### src/rtl/mem_sched_settings.svh
// Size constants for the memory request scheduler.
// Include wherever a width or a count is needed; the package pulls it in too.
`ifndef MEM_SCHED_SETTINGS_SVH
`define MEM_SCHED_SETTINGS_SVH

// Core and memory lane counts
`define MS_CORE_REQS      4
`define MS_MEM_CHANNELS   2

// Word and tag widths
`define MS_WORD_BYTES     4
`define MS_ADDR_BITS      30
`define MS_TAG_BITS       8

// Storage sizes
`define MS_SLOTS          4
`define MS_QUEUE_DEPTH    4

// Derived
`define MS_BATCHES        (`MS_CORE_REQS / `MS_MEM_CHANNELS)
`define MS_SLOT_BITS      $clog2(`MS_SLOTS)
`define MS_BATCH_BITS     $clog2(`MS_BATCHES)

`endif

### src/rtl/mem_sched_pkg.sv
// Types shared by the scheduler stages and the testbench.
// Request and response groups travel as packed structs.
`include "mem_sched_settings.svh"

package mem_sched_pkg;

    typedef logic [`MS_WORD_BYTES*8-1:0]                  word_t;
    typedef logic [`MS_ADDR_BITS-1:0]                     addr_t;
    typedef logic [`MS_WORD_BYTES-1:0]                    byteen_t;
    typedef logic [`MS_TAG_BITS-1:0]                      core_tag_t;
    typedef logic [`MS_CORE_REQS-1:0]                     lane_mask_t;
    typedef logic [`MS_MEM_CHANNELS-1:0]                  chan_mask_t;
    typedef logic [`MS_SLOT_BITS-1:0]                     slot_idx_t;
    typedef logic [`MS_BATCH_BITS-1:0]                    batch_idx_t;
    // Slot index in the upper bits, batch index below
    typedef logic [`MS_SLOT_BITS+`MS_BATCH_BITS-1:0]      mem_tag_t;

    typedef struct packed {
        logic                                 rw;
        lane_mask_t                           mask;
        byteen_t [`MS_CORE_REQS-1:0]          byteen;
        addr_t [`MS_CORE_REQS-1:0]            addr;
        word_t [`MS_CORE_REQS-1:0]            data;
        core_tag_t                            tag;
    } core_req_t;

    // Queue entry with the slot index in place of the core tag
    typedef struct packed {
        logic                                 rw;
        lane_mask_t                           mask;
        byteen_t [`MS_CORE_REQS-1:0]          byteen;
        addr_t [`MS_CORE_REQS-1:0]            addr;
        word_t [`MS_CORE_REQS-1:0]            data;
        slot_idx_t                            slot;
    } queued_req_t;

    typedef struct packed {
        logic                                 rw;
        chan_mask_t                           mask;
        byteen_t [`MS_MEM_CHANNELS-1:0]       byteen;
        addr_t [`MS_MEM_CHANNELS-1:0]         addr;
        word_t [`MS_MEM_CHANNELS-1:0]         data;
        mem_tag_t                             tag;
    } mem_req_t;

    typedef struct packed {
        chan_mask_t                           mask;
        word_t [`MS_MEM_CHANNELS-1:0]         data;
        mem_tag_t                             tag;
    } mem_rsp_t;

    typedef struct packed {
        lane_mask_t                           mask;
        word_t [`MS_CORE_REQS-1:0]            data;
        core_tag_t                            tag;
    } core_rsp_t;

endpackage

### src/rtl/batch_issue.sv
// Splits the head request into memory beats of two lanes each.
// Batches with no active lane are skipped; the beat sits in a one-entry
// output register until memory takes it.
`timescale 1ns/1ps
`include "mem_sched_settings.svh"

module batch_issue
    import mem_sched_pkg::*;
(
    input  logic        clk,
    input  logic        reset,
    input  logic        head_valid,
    input  queued_req_t head,
    output logic        head_ready,
    output logic        mem_req_valid,
    output mem_req_t    mem_req,
    input  logic        mem_req_ready
);
    logic [`MS_BATCHES-1:0] batch_valid;
    batch_idx_t batch_idx;
    batch_idx_t sel;
    batch_idx_t last;
    logic found;
    logic load;
    mem_req_t next_req;

    always_comb begin
        for (int b = 0; b < `MS_BATCHES; b++) begin
            batch_valid[b] = |head.mask[b*`MS_MEM_CHANNELS +: `MS_MEM_CHANNELS];
        end
    end

    // First non-empty batch from the counter on, and the last non-empty one
    always_comb begin
        sel   = batch_idx;
        found = 1'b0;
        last  = '0;
        for (int b = 0; b < `MS_BATCHES; b++) begin
            if (batch_valid[b]) begin
                last = batch_idx_t'(b);
                if (!found && batch_idx_t'(b) >= batch_idx) begin
                    sel   = batch_idx_t'(b);
                    found = 1'b1;
                end
            end
        end
    end

    always_comb begin
        next_req.rw  = head.rw;
        next_req.tag = {head.slot, sel};
        for (int c = 0; c < `MS_MEM_CHANNELS; c++) begin
            next_req.mask[c]   = head.mask[sel*`MS_MEM_CHANNELS + c];
            next_req.byteen[c] = head.byteen[sel*`MS_MEM_CHANNELS + c];
            next_req.addr[c]   = head.addr[sel*`MS_MEM_CHANNELS + c];
            next_req.data[c]   = head.data[sel*`MS_MEM_CHANNELS + c];
        end
    end

    // Register is free when empty or draining this cycle
    assign load       = head_valid && found && (!mem_req_valid || mem_req_ready);
    assign head_ready = load && (sel == last);

    always_ff @(posedge clk) begin
        if (reset) begin
            mem_req_valid <= 1'b0;
            batch_idx     <= '0;
        end else begin
            if (load) begin
                mem_req_valid <= 1'b1;
            end else if (mem_req_ready) begin
                mem_req_valid <= 1'b0;
            end
            if (load) begin
                batch_idx <= head_ready ? '0 : batch_idx_t'(sel + 1'b1);
            end
        end
    end

    always_ff @(posedge clk) begin
        if (load) begin
            mem_req <= next_req;
        end
    end

    // A head with no active batch would never leave the queue
    a_head_has_batch: assert property (
        @(posedge clk) disable iff (reset)
        head_valid |-> batch_valid != '0
    );

endmodule

### src/rtl/mem_scheduler.sv
// Memory request scheduler top level.
// Queues core requests, issues them as two-lane memory beats and
// returns one core response per read.
`timescale 1ns/1ps

module mem_scheduler
    import mem_sched_pkg::*;
(
    input  logic      clk,
    input  logic      reset,

    input  logic      core_req_valid,
    input  core_req_t core_req,
    output logic      core_req_ready,
    output logic      core_req_empty,
    output logic      core_req_wr_notify,

    output logic      core_rsp_valid,
    output core_rsp_t core_rsp,
    input  logic      core_rsp_ready,

    output logic      mem_req_valid,
    output mem_req_t  mem_req,
    input  logic      mem_req_ready,

    input  logic      mem_rsp_valid,
    input  mem_rsp_t  mem_rsp,
    output logic      mem_rsp_ready
);
    logic        head_valid;
    queued_req_t head;
    logic        head_ready;
    logic        read_alloc;
    slot_idx_t   free_slot;
    logic        slots_full;
    logic        slots_empty;
    slot_idx_t   rsp_slot;
    logic        slot_release;
    core_tag_t   slot_tag;

    req_queue u_req_queue (
        .clk                (clk),
        .reset              (reset),
        .core_req_valid     (core_req_valid),
        .core_req           (core_req),
        .core_req_ready     (core_req_ready),
        .free_slot          (free_slot),
        .slots_full         (slots_full),
        .slots_empty        (slots_empty),
        .read_alloc         (read_alloc),
        .head_valid         (head_valid),
        .head               (head),
        .head_ready         (head_ready),
        .core_req_empty     (core_req_empty),
        .core_req_wr_notify (core_req_wr_notify)
    );

    slot_table u_slot_table (
        .clk          (clk),
        .reset        (reset),
        .read_alloc   (read_alloc),
        .core_tag     (core_req.tag),
        .free_slot    (free_slot),
        .full         (slots_full),
        .empty        (slots_empty),
        .rsp_slot     (rsp_slot),
        .slot_release (slot_release),
        .slot_tag     (slot_tag)
    );

    batch_issue u_batch_issue (
        .clk           (clk),
        .reset         (reset),
        .head_valid    (head_valid),
        .head          (head),
        .head_ready    (head_ready),
        .mem_req_valid (mem_req_valid),
        .mem_req       (mem_req),
        .mem_req_ready (mem_req_ready)
    );

    rsp_assembler u_rsp_assembler (
        .clk            (clk),
        .reset          (reset),
        .read_alloc     (read_alloc),
        .free_slot      (free_slot),
        .alloc_mask     (core_req.mask),
        .mem_rsp_valid  (mem_rsp_valid),
        .mem_rsp        (mem_rsp),
        .mem_rsp_ready  (mem_rsp_ready),
        .rsp_slot       (rsp_slot),
        .slot_release   (slot_release),
        .slot_tag       (slot_tag),
        .core_rsp_valid (core_rsp_valid),
        .core_rsp       (core_rsp),
        .core_rsp_ready (core_rsp_ready)
    );

endmodule

### src/rtl/req_queue.sv
// Request FIFO in front of the batch walk.
// Reads are only taken while a response slot is free; the slot index
// replaces the core tag in the stored entry.
`timescale 1ns/1ps
`include "mem_sched_settings.svh"

module req_queue
    import mem_sched_pkg::*;
(
    input  logic        clk,
    input  logic        reset,
    input  logic        core_req_valid,
    input  core_req_t   core_req,
    output logic        core_req_ready,
    input  slot_idx_t   free_slot,
    input  logic        slots_full,
    input  logic        slots_empty,
    output logic        read_alloc,
    output logic        head_valid,
    output queued_req_t head,
    input  logic        head_ready,
    output logic        core_req_empty,
    output logic        core_req_wr_notify
);
    localparam int PTR_BITS = $clog2(`MS_QUEUE_DEPTH);

    queued_req_t fifo_mem [`MS_QUEUE_DEPTH];
    logic [PTR_BITS:0] wr_ptr;
    logic [PTR_BITS:0] rd_ptr;
    logic fifo_full;
    logic fifo_empty;
    logic push;
    logic pop;
    queued_req_t entry;

    // Extra pointer bit tells full from empty
    assign fifo_empty = (wr_ptr == rd_ptr);
    assign fifo_full  = (wr_ptr[PTR_BITS] != rd_ptr[PTR_BITS]) &&
                        (wr_ptr[PTR_BITS-1:0] == rd_ptr[PTR_BITS-1:0]);

    // Writes never need a slot
    assign core_req_ready = !fifo_full && (core_req.rw || !slots_full);
    assign push           = core_req_valid && core_req_ready;
    assign read_alloc     = push && !core_req.rw;

    always_comb begin
        entry.rw     = core_req.rw;
        entry.mask   = core_req.mask;
        entry.byteen = core_req.byteen;
        entry.addr   = core_req.addr;
        entry.data   = core_req.data;
        entry.slot   = core_req.rw ? '0 : free_slot;
    end

    assign head_valid = !fifo_empty;
    assign head       = fifo_mem[rd_ptr[PTR_BITS-1:0]];
    assign pop        = head_valid && head_ready;

    always_ff @(posedge clk) begin
        if (reset) begin
            wr_ptr <= '0;
            rd_ptr <= '0;
        end else begin
            if (push) begin
                wr_ptr <= wr_ptr + 1'b1;
            end
            if (pop) begin
                rd_ptr <= rd_ptr + 1'b1;
            end
        end
    end

    always_ff @(posedge clk) begin
        if (push) begin
            fifo_mem[wr_ptr[PTR_BITS-1:0]] <= entry;
        end
    end

    // Idle once nothing is queued and every read has been answered
    assign core_req_empty     = fifo_empty && slots_empty;
    assign core_req_wr_notify = pop && head.rw;

    a_req_mask_nonzero: assert property (
        @(posedge clk) disable iff (reset)
        core_req_valid |-> core_req.mask != '0
    );

endmodule

### src/rtl/rsp_assembler.sv
// Gathers memory response beats per slot into one core response.
// A beat fills the lanes of its batch; the beat that clears the last
// outstanding lane loads the output register and frees the slot.
`timescale 1ns/1ps
`include "mem_sched_settings.svh"

module rsp_assembler
    import mem_sched_pkg::*;
(
    input  logic       clk,
    input  logic       reset,
    input  logic       read_alloc,
    input  slot_idx_t  free_slot,
    input  lane_mask_t alloc_mask,
    input  logic       mem_rsp_valid,
    input  mem_rsp_t   mem_rsp,
    output logic       mem_rsp_ready,
    output slot_idx_t  rsp_slot,
    output logic       slot_release,
    input  core_tag_t  slot_tag,
    output logic       core_rsp_valid,
    output core_rsp_t  core_rsp,
    input  logic       core_rsp_ready
);
    lane_mask_t rem_mask [`MS_SLOTS];
    lane_mask_t orig_mask [`MS_SLOTS];
    word_t [`MS_CORE_REQS-1:0] store [`MS_SLOTS];
    batch_idx_t rsp_batch;
    lane_mask_t cur_mask;
    lane_mask_t rem_next;
    word_t [`MS_CORE_REQS-1:0] merged;
    logic complete;
    logic rsp_fire;

    assign rsp_slot  = mem_rsp.tag[`MS_BATCH_BITS +: `MS_SLOT_BITS];
    assign rsp_batch = mem_rsp.tag[`MS_BATCH_BITS-1:0];

    // Lane l belongs to batch l / channels, channel l % channels
    always_comb begin
        merged = store[rsp_slot];
        for (int l = 0; l < `MS_CORE_REQS; l++) begin
            cur_mask[l] = (batch_idx_t'(l / `MS_MEM_CHANNELS) == rsp_batch) &&
                          mem_rsp.mask[l % `MS_MEM_CHANNELS];
            if (cur_mask[l]) begin
                merged[l] = mem_rsp.data[l % `MS_MEM_CHANNELS];
            end
        end
    end

    assign rem_next = rem_mask[rsp_slot] & ~cur_mask;
    assign complete = (rem_next == '0);

    // Only a completing beat needs room in the output register
    assign mem_rsp_ready = !complete || !core_rsp_valid || core_rsp_ready;
    assign rsp_fire      = mem_rsp_valid && mem_rsp_ready;
    assign slot_release  = rsp_fire && complete;

    always_ff @(posedge clk) begin
        if (read_alloc) begin
            rem_mask[free_slot]  <= alloc_mask;
            orig_mask[free_slot] <= alloc_mask;
        end
        if (rsp_fire) begin
            rem_mask[rsp_slot] <= rem_next;
            store[rsp_slot]    <= merged;
        end
    end

    always_ff @(posedge clk) begin
        if (slot_release) begin
            core_rsp.mask <= orig_mask[rsp_slot];
            core_rsp.data <= merged;
            core_rsp.tag  <= slot_tag;
        end
    end

    always_ff @(posedge clk) begin
        if (reset) begin
            core_rsp_valid <= 1'b0;
        end else if (slot_release) begin
            core_rsp_valid <= 1'b1;
        end else if (core_rsp_ready) begin
            core_rsp_valid <= 1'b0;
        end
    end

    // Memory must not answer a lane twice or a lane nobody asked for
    a_lanes_outstanding: assert property (
        @(posedge clk) disable iff (reset)
        mem_rsp_valid |-> (cur_mask & ~rem_mask[rsp_slot]) == '0
    );

endmodule

### src/rtl/slot_table.sv
// Response slot table for outstanding reads.
// Hands out the lowest free slot, keeps the core tag of each read and
// returns it when the response for that slot is complete.
`timescale 1ns/1ps
`include "mem_sched_settings.svh"

module slot_table
    import mem_sched_pkg::*;
(
    input  logic      clk,
    input  logic      reset,
    input  logic      read_alloc,
    input  core_tag_t core_tag,
    output slot_idx_t free_slot,
    output logic      full,
    output logic      empty,
    input  slot_idx_t rsp_slot,
    input  logic      slot_release,
    output core_tag_t slot_tag
);
    logic [`MS_SLOTS-1:0] busy;
    core_tag_t tag_mem [`MS_SLOTS];

    // Lowest free index wins
    always_comb begin
        free_slot = '0;
        for (int i = `MS_SLOTS - 1; i >= 0; i--) begin
            if (!busy[i]) begin
                free_slot = slot_idx_t'(i);
            end
        end
    end

    assign full     = &busy;
    assign empty    = ~|busy;
    assign slot_tag = tag_mem[rsp_slot];

    always_ff @(posedge clk) begin
        if (reset) begin
            busy <= '0;
        end else begin
            if (read_alloc) begin
                busy[free_slot] <= 1'b1;
            end
            if (slot_release) begin
                busy[rsp_slot] <= 1'b0;
            end
        end
    end

    always_ff @(posedge clk) begin
        if (read_alloc) begin
            tag_mem[free_slot] <= core_tag;
        end
    end

    a_release_busy: assert property (
        @(posedge clk) disable iff (reset)
        slot_release |-> busy[rsp_slot]
    );

    // The queue must hold reads back while every slot is taken
    a_no_alloc_full: assert property (
        @(posedge clk) disable iff (reset)
        read_alloc |-> !full
    );

endmodule

### config.mk
export PLATFORM = sky130hd
export DESIGN_NAME = mem_scheduler
export DESIGN_NICKNAME = d
export VERILOG_FILES = /design/src/rtl/mem_sched_pkg.sv /design/src/rtl/batch_issue.sv /design/src/rtl/mem_scheduler.sv /design/src/rtl/req_queue.sv /design/src/rtl/rsp_assembler.sv /design/src/rtl/slot_table.sv
export VERILOG_INCLUDE_DIRS = /design/src /design/src/rtl
export SDC_FILE = /design/constraint.sdc
export NUM_CORES = 2
export LEC_CHECK = 0
export BUFFER_PORTS_ARGS = -buffer_cell sky130_fd_sc_hd__buf_4
export CORE_UTILIZATION = 25
export CTS_BUF_LIST = sky130_fd_sc_hd__clkbuf_4 sky130_fd_sc_hd__clkbuf_8
export CTS_CLUSTER_DIAMETER = 100
export DETAILED_ROUTE_END_ITERATION = 8
export PLACE_DENSITY = 0.52
export SYNTH_ARGS = -nofsm -noshare
export SYNTH_HDL_FRONTEND = slang
export SYNTH_SLANG_ARGS = --single-unit
### constraint.sdc
create_clock -name clk -period 14.85 [get_ports clk]
set_input_delay 3.7125 -clock clk [delete_from_list [all_inputs] [get_ports clk]]
set_output_delay 3.7125 -clock clk [all_outputs]
set_load 0.05 [all_outputs]
# Word level (Yosys, flattened, before mapping)
# Memories as Yosys holds them, arrays and structs flattened. A register that Yosys moved wholly into a read port is not among the register bits.
# Cells that the tools add are included.
# totals
regBits	279
ram_bits	1660
in_bits	352
word_cells	139
mem_count	5
# memory_table
name	depth	width	rd	rd_ports_with_merged_regs	wr	line_no	source
u_req_queue.fifo_mem	4	271	1	1	1	req_queue.sv:27	queued_req_t fifo_mem [`MS_QUEUE_DEPTH];
u_rsp_assembler.store	4	128	1	0	1	rsp_assembler.sv:27	word_t [`MS_CORE_REQS-1:0] store [`MS_SLOTS];
u_slot_table.tag_mem	4	8	1	1	1	slot_table.sv:22	core_tag_t tag_mem [`MS_SLOTS];
u_rsp_assembler.orig_mask	4	4	1	1	1	rsp_assembler.sv:26	lane_mask_t orig_mask [`MS_SLOTS];
u_rsp_assembler.rem_mask	4	4	1	0	2	rsp_assembler.sv:25	lane_mask_t rem_mask [`MS_SLOTS];
# op_classes
addsub	4
order_cmp	8
n_eq_ne	4
mux	54
bitwise_logic	6
reduce_logical	39
# op_table
operator	count
$mux 32	7
$mux 30	3
$bmux 32 s2	1
$bmux 30 s2	1
$lt 32x3->1 const B	1
$mux 1	25
$mux 4	6
$logic_and 1x1->1	19
$mux 2	7
$logic_not 1->1	9
$lt 2x3->1 const B	3
$and 4x4->4	2
$bmux 4 s2	1
$not 4->4	2
$add 3x1->3 const B	2
$demux 1 s2	2
$ge 2x1->1 const B	2
$logic_not 4->1	1
$logic_or 1x1->1	4
$or 4x4->4	1
$reduce_and 4->1	1
$reduce_bool 2->1	2
$reduce_or 2->1	2
$reduce_or 4->1	1
other kinds (9)	10

# Longest topological paths before layout
# depth
depth_word	13
ltp_mapped	8

# Modules after synthesis
# From an unflattened synthesis, not the netlist that was laid out.
# unflattened
cells_unflattened	2946
hier_area_um2	72619.6
# modules_own_cells
mod	instances	cells_each	area_per_inst_um2	seq_area_each_um2
req_queue	1	1471	39481.6	32711.4
rsp_assembler	1	1094	25833.5	20559.7
batch_issue	1	308	5915.7	4184.0
slot_table	1	73	1388.8	1041.0

# Worst setup path before layout
# No wires, ideal clock.
# synth_timing
path_kind	input-to-reg
startpoint	in mem_rsp[1] in the netlist's numbering
endpoint	reg u_slot_table.busy[1]
arrival_time_ps	15221
required_time_ps	14317
slack_ps	-904
stages	6
path_buffers	1
cell_sequence	buf_2 mux4_2 a221oi_1 a31oi_1 nor3_1 a311oi_1
# synth_via
elab_chain_cells	9
# synth_rtl
element	line_no	source
start: declaration	mem_scheduler.sv:27	input mem_rsp_t mem_rsp,
$mem_v2 4x4 (*)	-	
$and 4x4->4 (*)	rsp_assembler.sv:50	assign rem_next = rem_mask[rsp_slot] & ~cur_mask;
$logic_not 4->1 (*)	rsp_assembler.sv:51	assign complete = (rem_next == '0);
$logic_not 1->1	rsp_assembler.sv:54	assign mem_rsp_ready = !complete || !core_rsp_valid || core_rsp_ready;
$logic_or 1x1->1 (2 in a row)	rsp_assembler.sv:54	
$logic_and 1x1->1	rsp_assembler.sv:55	assign rsp_fire = mem_rsp_valid && mem_rsp_ready;
$logic_and 1x1->1 (*)	rsp_assembler.sv:56	assign slot_release = rsp_fire && complete;
named net slot_release	mem_scheduler.sv:38	logic slot_release;
$mux 4 (*)	slot_table.sv:45	if (slot_release) begin
end signal: assignment	slot_table.sv:40	busy <= '0;
end signal: indexed assignment	slot_table.sv:43	busy[free_slot] <= 1'b1;
end signal: indexed assignment	slot_table.sv:46	busy[rsp_slot] <= 1'b0;
end: declaration	slot_table.sv:21	logic [`MS_SLOTS-1:0] busy;
# Mark *: on every way through the listed nets, which the timed path passes. The rest lies on a longest branch.
# A chain may end at the register's enable or synchronous reset.

# Worst setup path in the final report
# layout_timing
startpoint	in mem_rsp[1] in the netlist's numbering
endpoint	out mem_rsp_ready
# layout_via
elab_chain_cells	6
# layout_rtl
element	line_no	source
$mem_v2 4x4	-	
$and 4x4->4	rsp_assembler.sv:50	
$logic_not 4->1	rsp_assembler.sv:51	
$logic_not 1->1	rsp_assembler.sv:54	
$logic_or 1x1->1 (2 in a row)	rsp_assembler.sv:54	
end: declaration	mem_scheduler.sv:28	output logic mem_rsp_ready
# Every way passes these cells.

==> flow_metrics.py <==
metrics = {
    "timing": {
        "tightest_slew_ns": 1.15,
        "fin_skew_ns": 0.0953,
        "whs_ns": 0.508,
        "slew_viol_final": 0,
        "finalCritPeriodShare": 0.676,
        "period_needed_ns": 10.03,
        "fin_ws_ns": 4.82,
        "rsz0062_at_grt": "no",
        "fmax_mhz": 99.7,
        "timing.setup.tns_ns": 0,
        "hold_viol_final": 0,
        "setup_viol": 0,
        "relSlewSlack": 0.230,
    },
    "global_route": {
        "gr-total-overflow": 0,
        "grt.total_usage": 0.119,
        "grt_pass1_vias": 35656,
        "grt_max_degree": 128,
        "grt_pass1_wl_um": 255000,
        "antenna_found_initial": 48,
    },
    "critical_path": {
        "critPathLaunch": "mem_rsp[1]",
        "critPathKind": "input port to output port",
        "worstRegToRegCells": 6,
        "cp.arrival_ns": 6.32,
        "endpoint": "mem_rsp_ready",
        "cp-end-kind": "output port",
        "cp-start-kind": "input port",
        "required_ns": 11.14,
        "cp_max_fo": 50,
        "r2r_end": "u_batch_issue.mem_req[62]",
        "rrSetupSlack_ns": 9.70,
    },
    "place": {
        "post-place-ws_ns": 4.86,
        "dp_hpwl_um": 105000,
        "routabilityCongestion": 0.717,
        "port-buffer-count": 635,
    },
    "routing": {
        "drt_wl_total_um": 178000,
        "drtPass1Iterations": 5,
        "drc": 0,
        "wl_per_cell_um": 22.8,
        "drt-initial-drc-count": 2620,
        "num_vias": 33475,
        "viasPerCell": 4.28,
        "drtAntennaViolNets": 0,
    },
    "cts": {
        "ctsResizeCount": 0,
        "cts_root_buffer": "clkbuf_8",
        "htree_num_levels": 5,
        "post_cts_buffers": 0,
        "worst_skew_pair.late_latency_ns": 0.98,
        "cts_tree": "done",
        "clockBufferDepth": 4,
        "hold_buffers": 0,
        "cts_buffers": 333,
        "clock-sinks": 1953,
        "cts.clk_slew.worst_paths_ns": 0.07,
    },
    "synth": {
        "synth_flop_cell": "edfxtp_1",
        "synth_cells": 2896,
        "ys_ff_latch": 1953,
        "synth_area_per_cell_um2": 24.9,
        "async_flop_share": 0,
        "ys.warnings.count": 0,
        "synth_nets": 3253,
        "syn-cell-area_mm2": 0.0722,
        "ys_seq_area_frac": 0.810,
        "synth-edff-count": 1938,
        "synthDistinctLibCells": 43,
    },
    "power_and_ir_drop": {
        "power_mw": 14.3,
        "p_leak_nw": 28.5,
        "pwr_density_cell_mw_per_mm2": 162,
        "ir_worst_vdd_mv": 0.132,
    },
    "floorplan": {
        "design.die.area_mm2": 0.291,
        "coreArea_mm2": 0.286,
        "io_pins": 636,
        "dieWidth_um": 539,
        "start_util": 0.252,
        "die_h_um": 539,
        "row_count": 196,
    },
    "layout": {
        "fillers": 27566,
        "final_util": 0.309,
        "area_delta_synth_final_pct": 22.4,
        "drive_gt1_frac": 0.457,
        "nets": 4149,
    },
    "flow_run": {
        "drv_cap": 0,
    },
    "run_status": {
        "status": "complete, no violations",
    },
    "worst_hold_path": {
        "hold_class": "flip-flop to flip-flop",
    },
}
[synth_stat cells (all sizes together), types with 2 or more instances]
| cell type | number | area (um^2) |
|---|---|---|
| edfxtp | 1938 | 58200 |
| mux4 | 415 | 9350 |
| mux2 | 264 | 2970 |
| clkbuf | 87 | 327 |
| buf | 37 | 193 |
| nor2 | 20 | 75.1 |
| dfxtp | 15 | 300 |
| nand2 | 14 | 52.6 |
| o2bb2ai | 12 | 105 |
| a21oi | 11 | 66.3 |
| inv | 10 | 37.5 |
| nand2b | 6 | 37.5 |
| o21ai | 6 | 30.0 |
| o21bai | 6 | 45.0 |
| ha | 5 | 62.6 |
| and3 | 4 | 25.0 |
| nor3 | 4 | 20.0 |
| o211ai | 4 | 30.0 |
| xnor2 | 4 | 35.0 |
| nand3b | 3 | 22.5 |
| nor2b | 3 | 18.8 |
| o31ai | 3 | 22.5 |
| xor2 | 3 | 26.3 |
| a211oi | 2 | 15.0 |
| a311oi | 2 | 17.5 |
| nand3 | 2 | 10.0 |
| o21ba | 2 | 20.0 |
| or2 | 2 | 12.5 |
| or3 | 2 | 12.5 |
| or4 | 2 | 15.0 |
[placed cells by master, fill, tap and decap left out, drive strengths merged, types with 5 or more instances in the layout]
| master | instances |
|---|---|
| nand2 | 14 |
| buf | 685 |
| o2bb2ai | 12 |
| ha | 5 |
| o21bai | 6 |
| o21ai | 6 |
| diode | 15 |
| mux2 | 264 |
| nor2 | 20 |
| bufinv | 14 |
| clkbuf | 436 |
| clkinv | 114 |
| inv | 26 |
| a21oi | 11 |
| edfxtp | 1938 |
| clkinvlp | 9 |
| dfxtp | 15 |
| mux4 | 415 |
| nand2b | 6 |
[cell type report]
class / count / area (um^2) / area share
flip-flops and latches: 1953 / 58500 / 0.662
clock buffers: 436 / 5430 / 0.0614
repair buffers: 685 / 5270 / 0.0596
clock inverters: 153 / 1200 / 0.0136
diodes: 15 / 37.5 / 0.000425
multi-input cells: 809 / 13200 / 0.150
well taps: 3762 / 4710 / 0.0532
inverters: 10 / 57.6 / 0.000651
[critical path, stage by stage]
cell      delay, ns
buf_8          0.41
mux4_2         0.63
a221oi_1       0.25
a31oi_1        0.43
nor2_1         0.42
inv_1          0.11
buf_4          0.21
[per-stage QoR]
stage	cells	cell area, um^2
after floorplan	2896	72200
after global placement	7219	81800
after detailed placement	7219	81800
after CTS	7808	88400
after global routing	7810	88400
final	7823	88400
[power by group]
group | switching, mW | internal [mW]
Clock | 2.23 | 2.65
Sequential | 0.144 | 6.66
Combinational | 1.74 | 0.915
Total | 4.12 | 10.2
[routing by layer]
metal	track usage	wire [um]	vias to the layer above	part of all wire
met3	0.0523	18600	365	0.10
met2	0.180	79600	1145	0.45
met1	0.152	75400	17658	0.42
met4	0.0350	4430	58	0.025
met5	0	357	-	0.0020
li1	-	-	14249	-
[sequential cells by signal (all words and copies together), names as in the netlist, named ones only]
register,cells
u_req_queue.fifo_mem,1084
u_rsp_assembler.store,512
u_rsp_assembler.core_rsp,140
u_batch_issue.mem_req,138
u_slot_table.tag_mem,32
u_rsp_assembler.orig_mask,16
u_rsp_assembler.rem_mask,16
u_slot_table.busy,4
u_req_queue.rd_ptr,3
u_req_queue.wr_ptr,3
u_batch_issue.batch_idx,1
u_batch_issue.mem_req_valid,1
u_rsp_assembler.core_rsp_valid,1
[cell families after synthesis]
group / after synthesis / synth area share
adders and majority gates: 5 / 0.000866
xor gates and xnor gates: 7 / 0.000849
DFF: 1953 / 0.810
and+or+nand+nor: 66 / 0.00457
buffers and inverters: 134 / 0.00771
muxes: 680 / 0.171
AOI/OAI and AO/OA: 51 / 0.00522
[worst min-delay path by stage]
stage                     depth (start not counted)                         from                     endpoint
after global placement                            2  u_batch_issue.mem_req_valid  u_batch_issue.mem_req_valid
after floorplan                                   2        u_req_queue.rd_ptr[2]        u_req_queue.rd_ptr[2]
final                                             2  u_batch_issue.mem_req_valid  u_batch_issue.mem_req_valid
after global routing                              2  u_batch_issue.mem_req_valid  u_batch_issue.mem_req_valid
after CTS                                         2  u_batch_issue.mem_req_valid  u_batch_issue.mem_req_valid
after detailed placement                          2  u_batch_issue.mem_req_valid  u_batch_issue.mem_req_valid
Power figures use the tool's default switching activity.
